==> config.mk <==
export PLATFORM = sky130hd
export DESIGN_NAME = correlator_top
export DESIGN_NICKNAME = d
export VERILOG_FILES = /design/src/corr_pkg.sv /design/src/cmd_parser.sv /design/src/sample_clock.sv /design/src/channel_frontend.sv /design/src/lag_correlator.sv /design/src/packet_framer.sv /design/src/correlator_top.sv
export SDC_FILE = /design/constraint.sdc
export NUM_CORES = 1
export LEC_CHECK = 0
export BUFFER_PORTS_ARGS = -buffer_cell sky130_fd_sc_hd__buf_2
export CAP_MARGIN = 10
export CORE_ASPECT_RATIO = 0.5
export CORE_UTILIZATION = 55
export CTS_BUF_LIST = sky130_fd_sc_hd__clkbuf_8
export CTS_CLUSTER_DIAMETER = 200
export CTS_CLUSTER_SIZE = 16
export DETAILED_ROUTE_END_ITERATION = 10
export HOLD_SLACK_MARGIN = 0.08
export PLACE_DENSITY_LB_ADDON = 0.2
export SETUP_SLACK_MARGIN = 0.15
export SYNTH_ARGS = -nofsm -noshare
export SYNTH_HDL_FRONTEND = slang
export SYNTH_SLANG_ARGS = --single-unit
==> constraint.sdc <==
create_clock -name intclk -period 28.4 [get_ports intclk]
set_clock_uncertainty 0.2 [all_clocks]
set_input_delay 4.26 -clock intclk [delete_from_list [all_inputs] [get_ports intclk]]
set_output_delay 4.26 -clock intclk [all_outputs]
set_load 0.03 [all_outputs]
==> src/corr_pkg.sv <==
// ##########################################################
// shared sizes, enums and structs for the correlator
// counters are 16 bit and never saturate, windows are at most
// 256 ticks long
// ##########################################################

package corr_pkg;

	// ##########################################################
	// sizes
	// ##########################################################
	localparam int num_ch = 4;
	localparam int num_lags = 2;
	localparam int num_pairs = 6;
	localparam int count_w = 16;
	localparam int num_words = num_ch + num_ch * num_lags + num_pairs;
	localparam int packet_bytes = 2 * num_words + 3;  // header, divisor, payload, checksum
	localparam logic [7:0] sync_byte = 8'hA5;

	// channel pair order (0,1) (0,2) (0,3) (1,2) (1,3) (2,3)
	localparam int pair_a [num_pairs] = '{0, 0, 0, 1, 1, 2};
	localparam int pair_b [num_pairs] = '{1, 2, 3, 2, 3, 3};

	// ##########################################################
	// enums
	// ##########################################################
	typedef enum logic [2:0] {
		op_rate = 3'b001,    // sample period
		op_invert = 3'b010,  // line invert mask
		op_start = 3'b011,   // open a window
		op_clear = 3'b100    // abort window or packet
	} opcode_e;

	typedef enum logic [2:0] {
		idle,
		header,
		divisor,
		payload,
		checksum
	} frame_state_e;

	// ##########################################################
	// structs
	// ##########################################################
	typedef struct packed {
		logic [4:0] div_code;  // period is div_code + 1 cycles
		logic [3:0] invert;    // one bit per line
	} sample_cfg_t;

	typedef struct packed {
		logic start;           // one cycle
		logic abort;           // one cycle
		logic [4:0] len_code;  // (len_code + 1) * 8 ticks
	} window_ctl_t;

endpackage

==> src/cmd_parser.sv <==
// ##########################################################
// command byte decoder, opcode in bits 7..5, argument in 4..0
// start and abort are combinational from the strobed byte
// only op_clear is accepted while busy
// ##########################################################

module cmd_parser (
	input logic intclk,
	input logic rst_n,
	input logic [7:0] rx_data,
	input logic rx_valid,
	input logic busy,
	output corr_pkg::sample_cfg_t cfg,
	output corr_pkg::window_ctl_t win
);

	corr_pkg::opcode_e opcode;
	logic [4:0] arg;

	assign opcode = corr_pkg::opcode_e'(rx_data[7:5]);
	assign arg = rx_data[4:0];

	// ##########################################################
	// configuration registers
	// ##########################################################
	always_ff @(posedge intclk or negedge rst_n) begin
		if (!rst_n) begin
			cfg <= '0;
		end else if (rx_valid && !busy) begin
			case (opcode)
				corr_pkg::op_rate: cfg.div_code <= arg;
				corr_pkg::op_invert: cfg.invert <= arg[3:0];
				default: ;  // other codes leave the config alone
			endcase
		end
	end

	// ##########################################################
	// window control pulses
	// ##########################################################
	always_comb begin
		win = '0;
		win.len_code = arg;
		if (rx_valid) begin
			win.start = (opcode == corr_pkg::op_start) && !busy;
			win.abort = (opcode == corr_pkg::op_clear);
		end
	end

	assert property (@(posedge intclk) disable iff (!rst_n)
		!(win.start && win.abort));

	// a start always opens a window
	assert property (@(posedge intclk) disable iff (!rst_n)
		win.start |=> busy);

endmodule

==> src/sample_clock.sv <==
// ##########################################################
// sample tick generator, first tick one cycle after start
// window_done is raised together with the last tick
// ##########################################################

module sample_clock (
	input logic intclk,
	input logic rst_n,
	input corr_pkg::sample_cfg_t cfg,
	input corr_pkg::window_ctl_t win,
	output logic tick,
	output logic window_active,
	output logic window_done
);

	logic [4:0] period_cnt;
	logic [7:0] tick_cnt;   // index of the tick being issued
	logic [4:0] len_code;
	logic [7:0] last_tick;

	assign last_tick = {len_code, 3'b111};  // (len + 1) * 8 - 1

	always_ff @(posedge intclk or negedge rst_n) begin
		if (!rst_n) begin
			tick <= 1'b0;
			window_active <= 1'b0;
			window_done <= 1'b0;
			period_cnt <= '0;
			tick_cnt <= '0;
			len_code <= '0;
		end else if (win.abort) begin
			tick <= 1'b0;
			window_active <= 1'b0;
			window_done <= 1'b0;
			period_cnt <= '0;
			tick_cnt <= '0;
		end else if (win.start) begin
			tick <= 1'b1;           // first tick right away
			window_active <= 1'b1;
			window_done <= 1'b0;
			period_cnt <= '0;
			tick_cnt <= '0;
			len_code <= win.len_code;
		end else if (window_done) begin
			tick <= 1'b0;
			window_active <= 1'b0;
			window_done <= 1'b0;
		end else if (window_active) begin
			if (period_cnt == cfg.div_code) begin
				tick <= 1'b1;
				period_cnt <= '0;
				tick_cnt <= tick_cnt + 8'd1;
				window_done <= (tick_cnt + 8'd1 == last_tick);
			end else begin
				tick <= 1'b0;
				period_cnt <= period_cnt + 5'd1;
			end
		end
	end

	assert property (@(posedge intclk) disable iff (!rst_n)
		window_done |-> tick && window_active);

endmodule

==> src/channel_frontend.sv <==
// ##########################################################
// one detector line, inversion, lag delay line and counter
// line is taken as synchronous to intclk
// ##########################################################

module channel_frontend (
	input logic intclk,
	input logic rst_n,
	input logic line,
	input logic invert,
	input logic tick,
	input logic clear,
	output logic sample,
	output logic [corr_pkg::num_lags-1:0] taps,
	output logic [corr_pkg::count_w-1:0] count
);

	assign sample = line ^ invert;  // value taken on the tick edge

	// ##########################################################
	// delay line, taps[0] is the previous tick
	// ##########################################################
	always_ff @(posedge intclk or negedge rst_n) begin
		if (!rst_n) begin
			taps <= '0;
		end else if (clear) begin
			taps <= '0;
		end else if (tick) begin
			taps <= {taps[corr_pkg::num_lags-2:0], sample};
		end
	end

	// ##########################################################
	// pulse counter
	// ##########################################################
	always_ff @(posedge intclk or negedge rst_n) begin
		if (!rst_n) begin
			count <= '0;
		end else if (clear) begin
			count <= '0;
		end else if (tick && sample) begin
			count <= count + 1'b1;
		end
	end

endmodule

==> src/lag_correlator.sv <==
// ##########################################################
// auto products at lags 1..num_lags and zero lag cross
// products, auto index is channel * num_lags + lag - 1
// ##########################################################

module lag_correlator (
	input logic intclk,
	input logic rst_n,
	input logic tick,
	input logic clear,
	input logic [corr_pkg::num_ch-1:0] samples,
	input logic [corr_pkg::num_ch-1:0][corr_pkg::num_lags-1:0] taps,
	output logic [corr_pkg::num_ch*corr_pkg::num_lags-1:0][corr_pkg::count_w-1:0] auto_counts,
	output logic [corr_pkg::num_pairs-1:0][corr_pkg::count_w-1:0] cross_counts
);

	logic [corr_pkg::num_ch*corr_pkg::num_lags-1:0] auto_hit;
	logic [corr_pkg::num_pairs-1:0] cross_hit;

	for (genvar c = 0; c < corr_pkg::num_ch; c++) begin : g_auto_ch
		for (genvar k = 0; k < corr_pkg::num_lags; k++) begin : g_auto_lag
			assign auto_hit[c*corr_pkg::num_lags+k] = samples[c] & taps[c][k];
		end
	end

	for (genvar p = 0; p < corr_pkg::num_pairs; p++) begin : g_pair
		assign cross_hit[p] = samples[corr_pkg::pair_a[p]] & samples[corr_pkg::pair_b[p]];
	end

	// ##########################################################
	// product counters
	// ##########################################################
	always_ff @(posedge intclk or negedge rst_n) begin
		if (!rst_n) begin
			auto_counts <= '0;
			cross_counts <= '0;
		end else if (clear) begin
			auto_counts <= '0;
			cross_counts <= '0;
		end else if (tick) begin
			for (int i = 0; i < corr_pkg::num_ch * corr_pkg::num_lags; i++) begin
				auto_counts[i] <= auto_counts[i] + corr_pkg::count_w'(auto_hit[i]);
			end
			for (int p = 0; p < corr_pkg::num_pairs; p++) begin
				cross_counts[p] <= cross_counts[p] + corr_pkg::count_w'(cross_hit[p]);
			end
		end
	end

endmodule

==> src/packet_framer.sv <==
// ##########################################################
// result packet, sync, divisor code, 18 words high byte
// first, then the XOR of all earlier bytes
// one byte per cycle, no back-pressure
// ##########################################################

module packet_framer (
	input logic intclk,
	input logic rst_n,
	input logic window_done,
	input logic abort,
	input corr_pkg::sample_cfg_t cfg,
	input logic [corr_pkg::num_ch-1:0][corr_pkg::count_w-1:0] pulse_counts,
	input logic [corr_pkg::num_ch*corr_pkg::num_lags-1:0][corr_pkg::count_w-1:0] auto_counts,
	input logic [corr_pkg::num_pairs-1:0][corr_pkg::count_w-1:0] cross_counts,
	output logic [7:0] tx_data,
	output logic tx_valid
);

	corr_pkg::frame_state_e state;
	logic [5:0] byte_idx;
	logic [7:0] chk;
	logic [corr_pkg::num_words-1:0][corr_pkg::count_w-1:0] word_bus;
	logic [corr_pkg::num_words-1:0][corr_pkg::count_w-1:0] words;
	logic [corr_pkg::count_w-1:0] cur_word;

	assign word_bus = {cross_counts, auto_counts, pulse_counts};  // word 0 is pulse 0

	// counters hold their final value from the cycle after window_done
	always_ff @(posedge intclk) begin
		if (state == corr_pkg::header) begin
			words <= word_bus;
		end
	end

	// ##########################################################
	// FSM
	// ##########################################################
	always_ff @(posedge intclk or negedge rst_n) begin
		if (!rst_n) begin
			state <= corr_pkg::idle;
			byte_idx <= '0;
			chk <= '0;
		end else if (abort) begin
			state <= corr_pkg::idle;
		end else begin
			case (state)
				corr_pkg::idle: begin
					byte_idx <= '0;
					chk <= '0;
					if (window_done) state <= corr_pkg::header;
				end
				corr_pkg::header: begin
					chk <= chk ^ tx_data;
					state <= corr_pkg::divisor;
				end
				corr_pkg::divisor: begin
					chk <= chk ^ tx_data;
					state <= corr_pkg::payload;
				end
				corr_pkg::payload: begin
					chk <= chk ^ tx_data;
					byte_idx <= byte_idx + 6'd1;
					if (byte_idx == 6'(corr_pkg::packet_bytes - 4)) begin  // last payload byte
						state <= corr_pkg::checksum;
					end
				end
				default: state <= corr_pkg::idle;  // checksum sent
			endcase
		end
	end

	// ##########################################################
	// byte mux
	// ##########################################################
	assign cur_word = words[byte_idx[5:1]];
	assign tx_valid = (state != corr_pkg::idle);

	always_comb begin
		case (state)
			corr_pkg::header: tx_data = corr_pkg::sync_byte;
			corr_pkg::divisor: tx_data = {3'b000, cfg.div_code};
			corr_pkg::payload: tx_data = byte_idx[0] ? cur_word[7:0] : cur_word[15:8];
			corr_pkg::checksum: tx_data = chk;
			default: tx_data = 8'h00;
		endcase
	end

	assert property (@(posedge intclk) disable iff (!rst_n)
		state == corr_pkg::idle |-> !tx_valid);

	// a finished window always finds the framer free
	assert property (@(posedge intclk) disable iff (!rst_n)
		window_done |-> state == corr_pkg::idle);

endmodule

==> src/correlator_top.sv <==
// ##########################################################
// four line intensity correlator, byte command in, byte
// packet out, both as one-cycle strobes
// ##########################################################

module correlator_top (
	input logic intclk,
	input logic rst_n,
	input logic [3:0] line_in,
	input logic [7:0] rx_data,
	input logic rx_valid,
	output logic [7:0] tx_data,
	output logic tx_valid,
	output logic busy
);

	corr_pkg::sample_cfg_t cfg;
	corr_pkg::window_ctl_t win;
	logic tick;
	logic window_active;
	logic window_done;
	logic [corr_pkg::num_ch-1:0] samples;
	logic [corr_pkg::num_ch-1:0][corr_pkg::num_lags-1:0] taps;
	logic [corr_pkg::num_ch-1:0][corr_pkg::count_w-1:0] pulse_counts;
	logic [corr_pkg::num_ch*corr_pkg::num_lags-1:0][corr_pkg::count_w-1:0] auto_counts;
	logic [corr_pkg::num_pairs-1:0][corr_pkg::count_w-1:0] cross_counts;

	assign busy = window_active | tx_valid;  // framer not idle

	cmd_parser parser_i (
		.intclk(intclk),
		.rst_n(rst_n),
		.rx_data(rx_data),
		.rx_valid(rx_valid),
		.busy(busy),
		.cfg(cfg),
		.win(win)
	);

	sample_clock clock_i (
		.intclk(intclk),
		.rst_n(rst_n),
		.cfg(cfg),
		.win(win),
		.tick(tick),
		.window_active(window_active),
		.window_done(window_done)
	);

	// ##########################################################
	// detector channels
	// ##########################################################
	for (genvar c = 0; c < corr_pkg::num_ch; c++) begin : g_ch
		channel_frontend frontend_i (
			.intclk(intclk),
			.rst_n(rst_n),
			.line(line_in[c]),
			.invert(cfg.invert[c]),
			.tick(tick),
			.clear(win.start),
			.sample(samples[c]),
			.taps(taps[c]),
			.count(pulse_counts[c])
		);
	end

	lag_correlator correlator_i (
		.intclk(intclk),
		.rst_n(rst_n),
		.tick(tick),
		.clear(win.start),
		.samples(samples),
		.taps(taps),
		.auto_counts(auto_counts),
		.cross_counts(cross_counts)
	);

	packet_framer framer_i (
		.intclk(intclk),
		.rst_n(rst_n),
		.window_done(window_done),
		.abort(win.abort),
		.cfg(cfg),
		.pulse_counts(pulse_counts),
		.auto_counts(auto_counts),
		.cross_counts(cross_counts),
		.tx_data(tx_data),
		.tx_valid(tx_valid)
	);

endmodule

Word level (Yosys, flattened, before mapping):

Index checks and enable logic that the tools add are counted.

* equal/unequal tests: 14
* magnitude comparators: 1
* reductions and logical operators: 29
* $add $sub $neg: 21
* muxes and demuxes: 54
* bitwise gates (word level): 21

Operators by type and width (number)
* two-way mux 128 bit: 2
* adder 16 x 1 -> 16 bit: 14
* two-way mux 96 bit: 2
* two-way mux 16 bit: 9
* binary-select mux 16 bit (select 5 bit): 1
* adder 16 x 1 -> 16 bit (second input constant): 4
* two-way mux 8 bit: 6
* one-hot mux 8 bit (4 select lines): 1
* two-way mux 5 bit: 5
* two-way mux 2 bit: 9
* one-hot mux 8 bit (2 select lines): 1
* bitwise AND 1 bit: 14
* AND reduction 2 bit: 7
* nonzero test 2 bit: 7
* two-way mux 1 bit: 13
* == test 3 x 2 -> 1 bit (second input constant): 4
* one-hot mux 3 bit (4 select lines): 1
* one-hot mux 6 bit (2 select lines): 1
* nonzero test 3 bit: 4
* two-way mux 3 bit: 3
* adder 8 x 1 -> 8 bit (second input constant): 1
* == test 8 bit: 1
* XOR 8 bit: 1
* adder 6 x 1 -> 6 bit (second input constant): 1
* 18 further kinds: 28

* input port bits: 15
* output and inout port bits: 10
* register bits after elaboration: 631

Logic depth before layout (Yosys ltp):

* word-level depth: 7
* depth in mapped cells: 10
* gate-level depth less buffers: 10

Hierarchy:

From an unflattened synthesis, not the netlist that was laid out.

* cells, all modules: 2356
* area, all modules: 28987.8 um2

By module, submodules not included
* packet_framer: instances 1, seq. area each 9073.7 um2, cells each 676, area an instance 12314.3 um2
* lag_correlator: instances 1, seq. area each 5605.4 um2, cells each 1165, area an instance 11407.2 um2
* channel_frontend: instances 4, seq. area each 450.4 um2, cells each 93, area an instance 910.9 um2
* sample_clock: instances 1, seq. area each 525.5 um2, cells each 113, area an instance 1184.9 um2
* cmd_parser: instances 1, seq. area each 225.2 um2, cells each 29, area an instance 431.7 um2
* correlator_top: instances 1, seq. area each 0.0 um2, cells each 1, area an instance 6.3 um2

Least setup slack after synthesis:

OpenSTA, ideal clock, no wires.

* path type: register to register
* start: register framer_i.state[0]
* end: register framer_i.words[0] (netlist bit) (enable)
* required time: 26.851 ns
* data arrival time: 21.729 ns
* path buffers: 2
* stages on the path, launching flop included: 4
* slack: 5.122 ns
* cells stage by stage: dfrtp_1 > clkbuf_1 > clkbuf_1 > nor3b_1

* cells in the longest elaborated chain, start to end: 1

Ends and longest elaborated chain
* from (decl): line packet_framer.sv:20 `corr_pkg::frame_state_e state;`
* from (signal assigned): line packet_framer.sv:41 `state <= corr_pkg::idle;`
* from (signal assigned): line packet_framer.sv:45 `state <= corr_pkg::idle;`
* from (signal assigned): line packet_framer.sv:51 `if (window_done) state <= corr_pkg::header;`
* == test 3 x 1 -> 1 bit: line packet_framer.sv:31 `if (state == corr_pkg::header) begin`
* to (signal assigned): line packet_framer.sv:32 `words <= word_bus;`
* to (decl): line packet_framer.sv:24 `logic [corr_pkg::num_words-1:0][corr_pkg::count_w-1:0] words;`

No other way between the ends.
A chain may end at the register's enable or synchronous reset.

Worst setup path after layout:

* start: register framer_i.byte_idx[1]
* end: output tx_data[2]

* cells in the longest elaborated chain, start to end: 4

Ends and longest elaborated chain
* from (decl): line packet_framer.sv:21 `logic [5:0] byte_idx;`
* from (signal assigned): line packet_framer.sv:63 `byte_idx <= byte_idx + 6'd1;`
* binary-select mux 16 bit (select 5 bit): line packet_framer.sv:76 `assign cur_word = words[byte_idx[5:1]];`
* two-way mux 16 bit (implied by the code): line packet_framer.sv:76
* two-way mux 8 bit: line packet_framer.sv:83 `corr_pkg::payload: tx_data = byte_idx[0] ? cur_word[7:0] : cur_word[15:8];`
* one-hot mux 8 bit (4 select lines): line packet_framer.sv:80 `case (state)`
* to (decl): line correlator_top.sv:12 `output logic [7:0] tx_data,`

No other way between the ends. The select of a mux whose other input is x is not followed.

==> summary.txt <==
Setup path
  • FF-to-FF Start: framer_i.state[1]$_DFFE_PN0P_
  • Peak fanout along the critical path: 50
  • Worst reg2reg endpoint: correlator_i.auto_counts[121]$_DFFE_PN0P_
  • Data arrival time at the worst-slack endpoint: ~4.2 ns
  • Crit Path Class: flop to primary output
  • Required time worst endpoint: 23.94 ns
  • Depth of the most critical reg-to-reg path: 6
  • Setup slack of the worst register-to-register path: 24.45 ns
  • Crit path launch type: flop
  • CP Capture Type: primary output

Floorplan
  • Count of pins on the block boundary: 25
  • Vertical die dimension: roughly 160 um
  • Area inside the core boundary: 49,280 sq um
  • Site Rows: 57
  • Area of the die: ~52,000 sq um
  • Initial core utilization: 0.5667
  • Die span in x: ~320 um

Power and ir drop
  • Proportion of power drawn by flip-flops and latches: 0.540
  • Peak ir drop on the vdd network: 40.01 uV
  • LEAKAGE: 12.20 nW
  • Power density cells: 73.98 nW/um^2
  • Total power consumption of the routed design: 2.174 mW
  • Switching share of power: 0.3404
  • Int Power: 1.434 mW
  • Gate power share: 0.255
  • Clock network fraction of total power: 0.205
  • Power dissipated by switching net loads: 0.7400 mW

GRT
  • Total gr overflow: 0
  • Total Routing Usage GR: 0.2475
  • GR Util met1: 0.3793
  • Grt met3 use: 0.05944
  • GR Util met2: 0.3529
  • Vias in the first global route: 16,256
  • Global-route wire length before repair: 97.65 mm
  • Busiest layer in global routing: met1
  • Initial antenna violation count: 1
  • Largest net degree at the start of global routing: 169

Worst hold path
  • Hold_sp: correlator_i.cross_counts[15]$_DFFE_PN0P_
  • Class of the most critical hold timing path: flop to flop
  • End of the worst hold path: framer_i.words[207]$_DFFE_PP_
  • Worst hold path stage count: 0

Synth
  • Count of flip-flops with a built-in enable after synthesis: between 200 and 300
  • Number of storage elements in the synthesis netlist: 631
  • Post-synthesis instance area: between 20,000 and 30,000 sq um
  • Largest area contributor in the netlist: sky130_fd_sc_hd__edfxtp_1
  • Main area contributors after synthesis: sky130_fd_sc_hd__edfxtp_1 31%, sky130_fd_sc_hd__dfrtp_1 31%, sky130_fd_sc_hd__xor2_1 5.9%
  • Total of warnings raised by yosys: 0
  • Post-synth top area share: 0.3097
  • Count of different cell masters after synthesis: between 60 and 70
  • Cells after Synth: 2,262
  • Flip-flop cell with the highest count after synthesis: sky130_fd_sc_hd__dfrtp_1
  • Net count after synthesis: 2,313
  • Synthesized area per cell: 12.35 sq um
  • Async SR Flop Fraction: 0.5436
  • Sequential cell area fraction in the yosys report: 0.6171

Placement
  • Total placed instance area: 28,590 sq um
  • Post-DP HPWL: approximately 42 mm
  • Total of buffers placed on input and output ports: 24
  • Routability-driven placement congestion ratio: 0.9044

Timing
  • Measured slew at the worst slew-check pin: 1.220 ns
  • Tmin final: 8.657 ns
  • Total negative setup slack: 0 ns
  • Ratio of final minimum period to clock period: 0.3048
  • Max-Slew Margin vs Limit: 0.1867
  • Final count of pins violating max slew: 0
  • Number of endpoints with negative hold slack in the final report: 0
  • Unrepaired setup endpoints after global routing: no
  • Final Setup Violations: 0
  • Top achievable clock speed: 115.5 MHz

Clock tree
  • Clock transition time at the flip-flop clock pins of the worst setup and hold paths: 0.11 ns
  • Count of cells resized by post-cts repair: 0
  • CTS Root Cell: sky130_fd_sc_hd__clkbuf_8
  • Clk sinks: 631
  • Longest Clk Path Bufs: 3
  • H-tree Lvls: 2
  • Insertion delay to the later sink of the worst-skew pair: 0.65 ns
  • Number of setup buffers added after CTS: 0
  • Total clock buffers created by CTS: 45
  • Post-CTS Hold Buffers: 0
  • CTS tree: yes

Detailed routing
  • Routed via count: 17,313
  • Antenna violation net count after detailed routing: 0
  • Aggregate routed wire length: 62.51 mm
  • Avg Vias per Cell: 5.827
  • Average routed wire per standard cell: ~21 um
  • Initial drt markers: 1,997
  • Count of unresolved DRC violations after routing: 0
  • Drt pass-1 iters: 8

Finish
  • Final non-filler cell area: 29,390 sq um
  • Most common cell after layout, fill and taps aside: sky130_fd_sc_hd__dfrtp_1
  • Area growth, synth to finish: 5.233%
  • Commonest cells after routing, fill and taps aside: 340 x sky130_fd_sc_hd__dfrtp_1, 321 x sky130_fd_sc_hd__nor2_1, 288 x sky130_fd_sc_hd__edfxtp_1
  • Fraction of layout cells with a size suffix above 1: 0.06411
  • Antenna cell count: 0
  • Total number of nets in the final design: 2,307

Run
  • Count of max-cap constraint violations: 0

Run status
  • Outcome: completed
## sequential cells by signal, indices dropped and copies added (netlist names), 3 cells and up
signal / count
clock_i.tick_cnt: 8
framer_i.words: 288
framer_i.chk: 8
g_ch.frontend_i.taps: 8
g_ch.frontend_i.count: 64
correlator_i.cross_counts: 96
framer_i.state: 3
correlator_i.auto_counts: 128
parser_i.cfg: 9
clock_i.len_code: 5
framer_i.byte_idx: 6
clock_i.period_cnt: 5
## critical path: stages, from the launching register on
cell,delay (ns)
sky130_fd_sc_hd__dfrtp_4,1.05
sky130_fd_sc_hd__buf_4,0.59
sky130_fd_sc_hd__mux4_1,0.61
sky130_fd_sc_hd__mux2i_1,0.61
sky130_fd_sc_hd__o2111ai_1,0.23
sky130_fd_sc_hd__and2_1,0.22
sky130_fd_sc_hd__buf_2,0.19
## final cells by class
type / count / area (sq um)
multi-input combinational: 1524 / 10180
timing repair buffer: 40 / 262.8
fill: 3936 / 19890
clock buffer: 47 / 646.9
inverter: 14 / 52.55
sequential: 631 / 17240
tap: 678 / 848.3
clock inverter: 37 / 150.1
## worst max-delay path by stage
| stage | depth (start not counted) | slack, ns | to | start |
|---|---|---|---|---|
| 6_report | 6 | 19.74 | tx_data[2] | framer_i.byte_idx[1]$_DFFE_PN0P_ |
| 3_3_place_gp | 6 | 20.68 | tx_data[2] | framer_i.byte_idx[1]$_DFFE_PN0P_ |
| 2_1_floorplan | 3 | 5.12 | framer_i.words[0]$_DFFE_PP_ | framer_i.state[0]$_DFFE_PN0P_ |
| 3_5_place_dp | 6 | 20.57 | tx_data[2] | framer_i.byte_idx[1]$_DFFE_PN0P_ |
| 4_1_cts | 6 | 19.81 | tx_data[2] | framer_i.byte_idx[1]$_DFFE_PN0P_ |
| 5_1_grt | 6 | 19.64 | tx_data[2] | framer_i.byte_idx[1]$_DFFE_PN0P_ |
## stage by stage
step	hold slack [ns]	worst slack (ns)	instances	util
6_report	0.2602	19.74	2971	0.5963
3_3_place_gp	0.2411	20.68	2887	0.5801
5_1_grt	0.2827	19.64	2971	0.5963
3_5_place_dp	0.2561	20.57	2887	0.5801
4_1_cts	0.2648	19.81	2971	0.5963
2_1_floorplan	0.2338	5.122	2262	-
## kinds of logic after synthesis
| family | after synthesis | synth area share |
|---|---|---|
| xor gates and xnor gates | 250 | 0.07841 |
| buffers and inverters | 107 | 0.01855 |
| muxes | 170 | 0.07872 |
| and+or+nand+nor | 862 | 0.1466 |
| adders and majority gates | 36 | 0.01613 |
| DFF | 631 | 0.6171 |
| AOI/OAI and AO/OA | 206 | 0.04454 |
## Yosys cell counts (4+ instances only)
master	number
sky130_fd_sc_hd__dfrtp_1	343
sky130_fd_sc_hd__nor2_1	321
sky130_fd_sc_hd__edfxtp_1	288
sky130_fd_sc_hd__xor2_1	187
sky130_fd_sc_hd__nand2_1	179
sky130_fd_sc_hd__mux2i_1	112
sky130_fd_sc_hd__nand3_1	102
sky130_fd_sc_hd__a21oi_1	73
sky130_fd_sc_hd__nand4_1	69
sky130_fd_sc_hd__clkbuf_1	63
sky130_fd_sc_hd__xnor2_1	63
sky130_fd_sc_hd__o21ai_0	58
sky130_fd_sc_hd__and3_1	44
sky130_fd_sc_hd__ha_1	36
sky130_fd_sc_hd__or3_1	35
sky130_fd_sc_hd__a22oi_1	27
sky130_fd_sc_hd__mux2_2	26
sky130_fd_sc_hd__and2_1	24
sky130_fd_sc_hd__and4_1	21
sky130_fd_sc_hd__mux4_1	17
sky130_fd_sc_hd__nor2b_1	16
sky130_fd_sc_hd__nor3_1	16
sky130_fd_sc_hd__mux4_2	15
sky130_fd_sc_hd__buf_2	14
sky130_fd_sc_hd__inv_1	14
sky130_fd_sc_hd__a32oi_1	8
sky130_fd_sc_hd__o21bai_1	8
sky130_fd_sc_hd__a31oi_1	7
sky130_fd_sc_hd__nand2b_1	7
sky130_fd_sc_hd__buf_4	6
sky130_fd_sc_hd__or2_2	6
sky130_fd_sc_hd__buf_6	5
sky130_fd_sc_hd__nand3b_1	5
sky130_fd_sc_hd__nor4_1	4
## routing by layer
metal  part of all wire  vias to the layer above
met1               0.47                     8709
met4              0.024                        2
li1                   -                     8043
met5            0.00021                        -
met3              0.069                       90
met2               0.44                      469
## power by group through the flow
stage | Combinational, mW | Clock, mW | Sequential (mW)
6_report | 0.554 | 0.446 | 1.17
5_1_grt | 0.597 | 0.493 | 1.19
4_1_cts | 0.547 | 0.458 | 1.17
3_5_place_dp | 0.544 | 0 | 1.19
3_3_place_gp | 0.534 | 0 | 1.19
2_1_floorplan | 0.450 | 0 | 1.14
(Power assumes the default switching activity.)
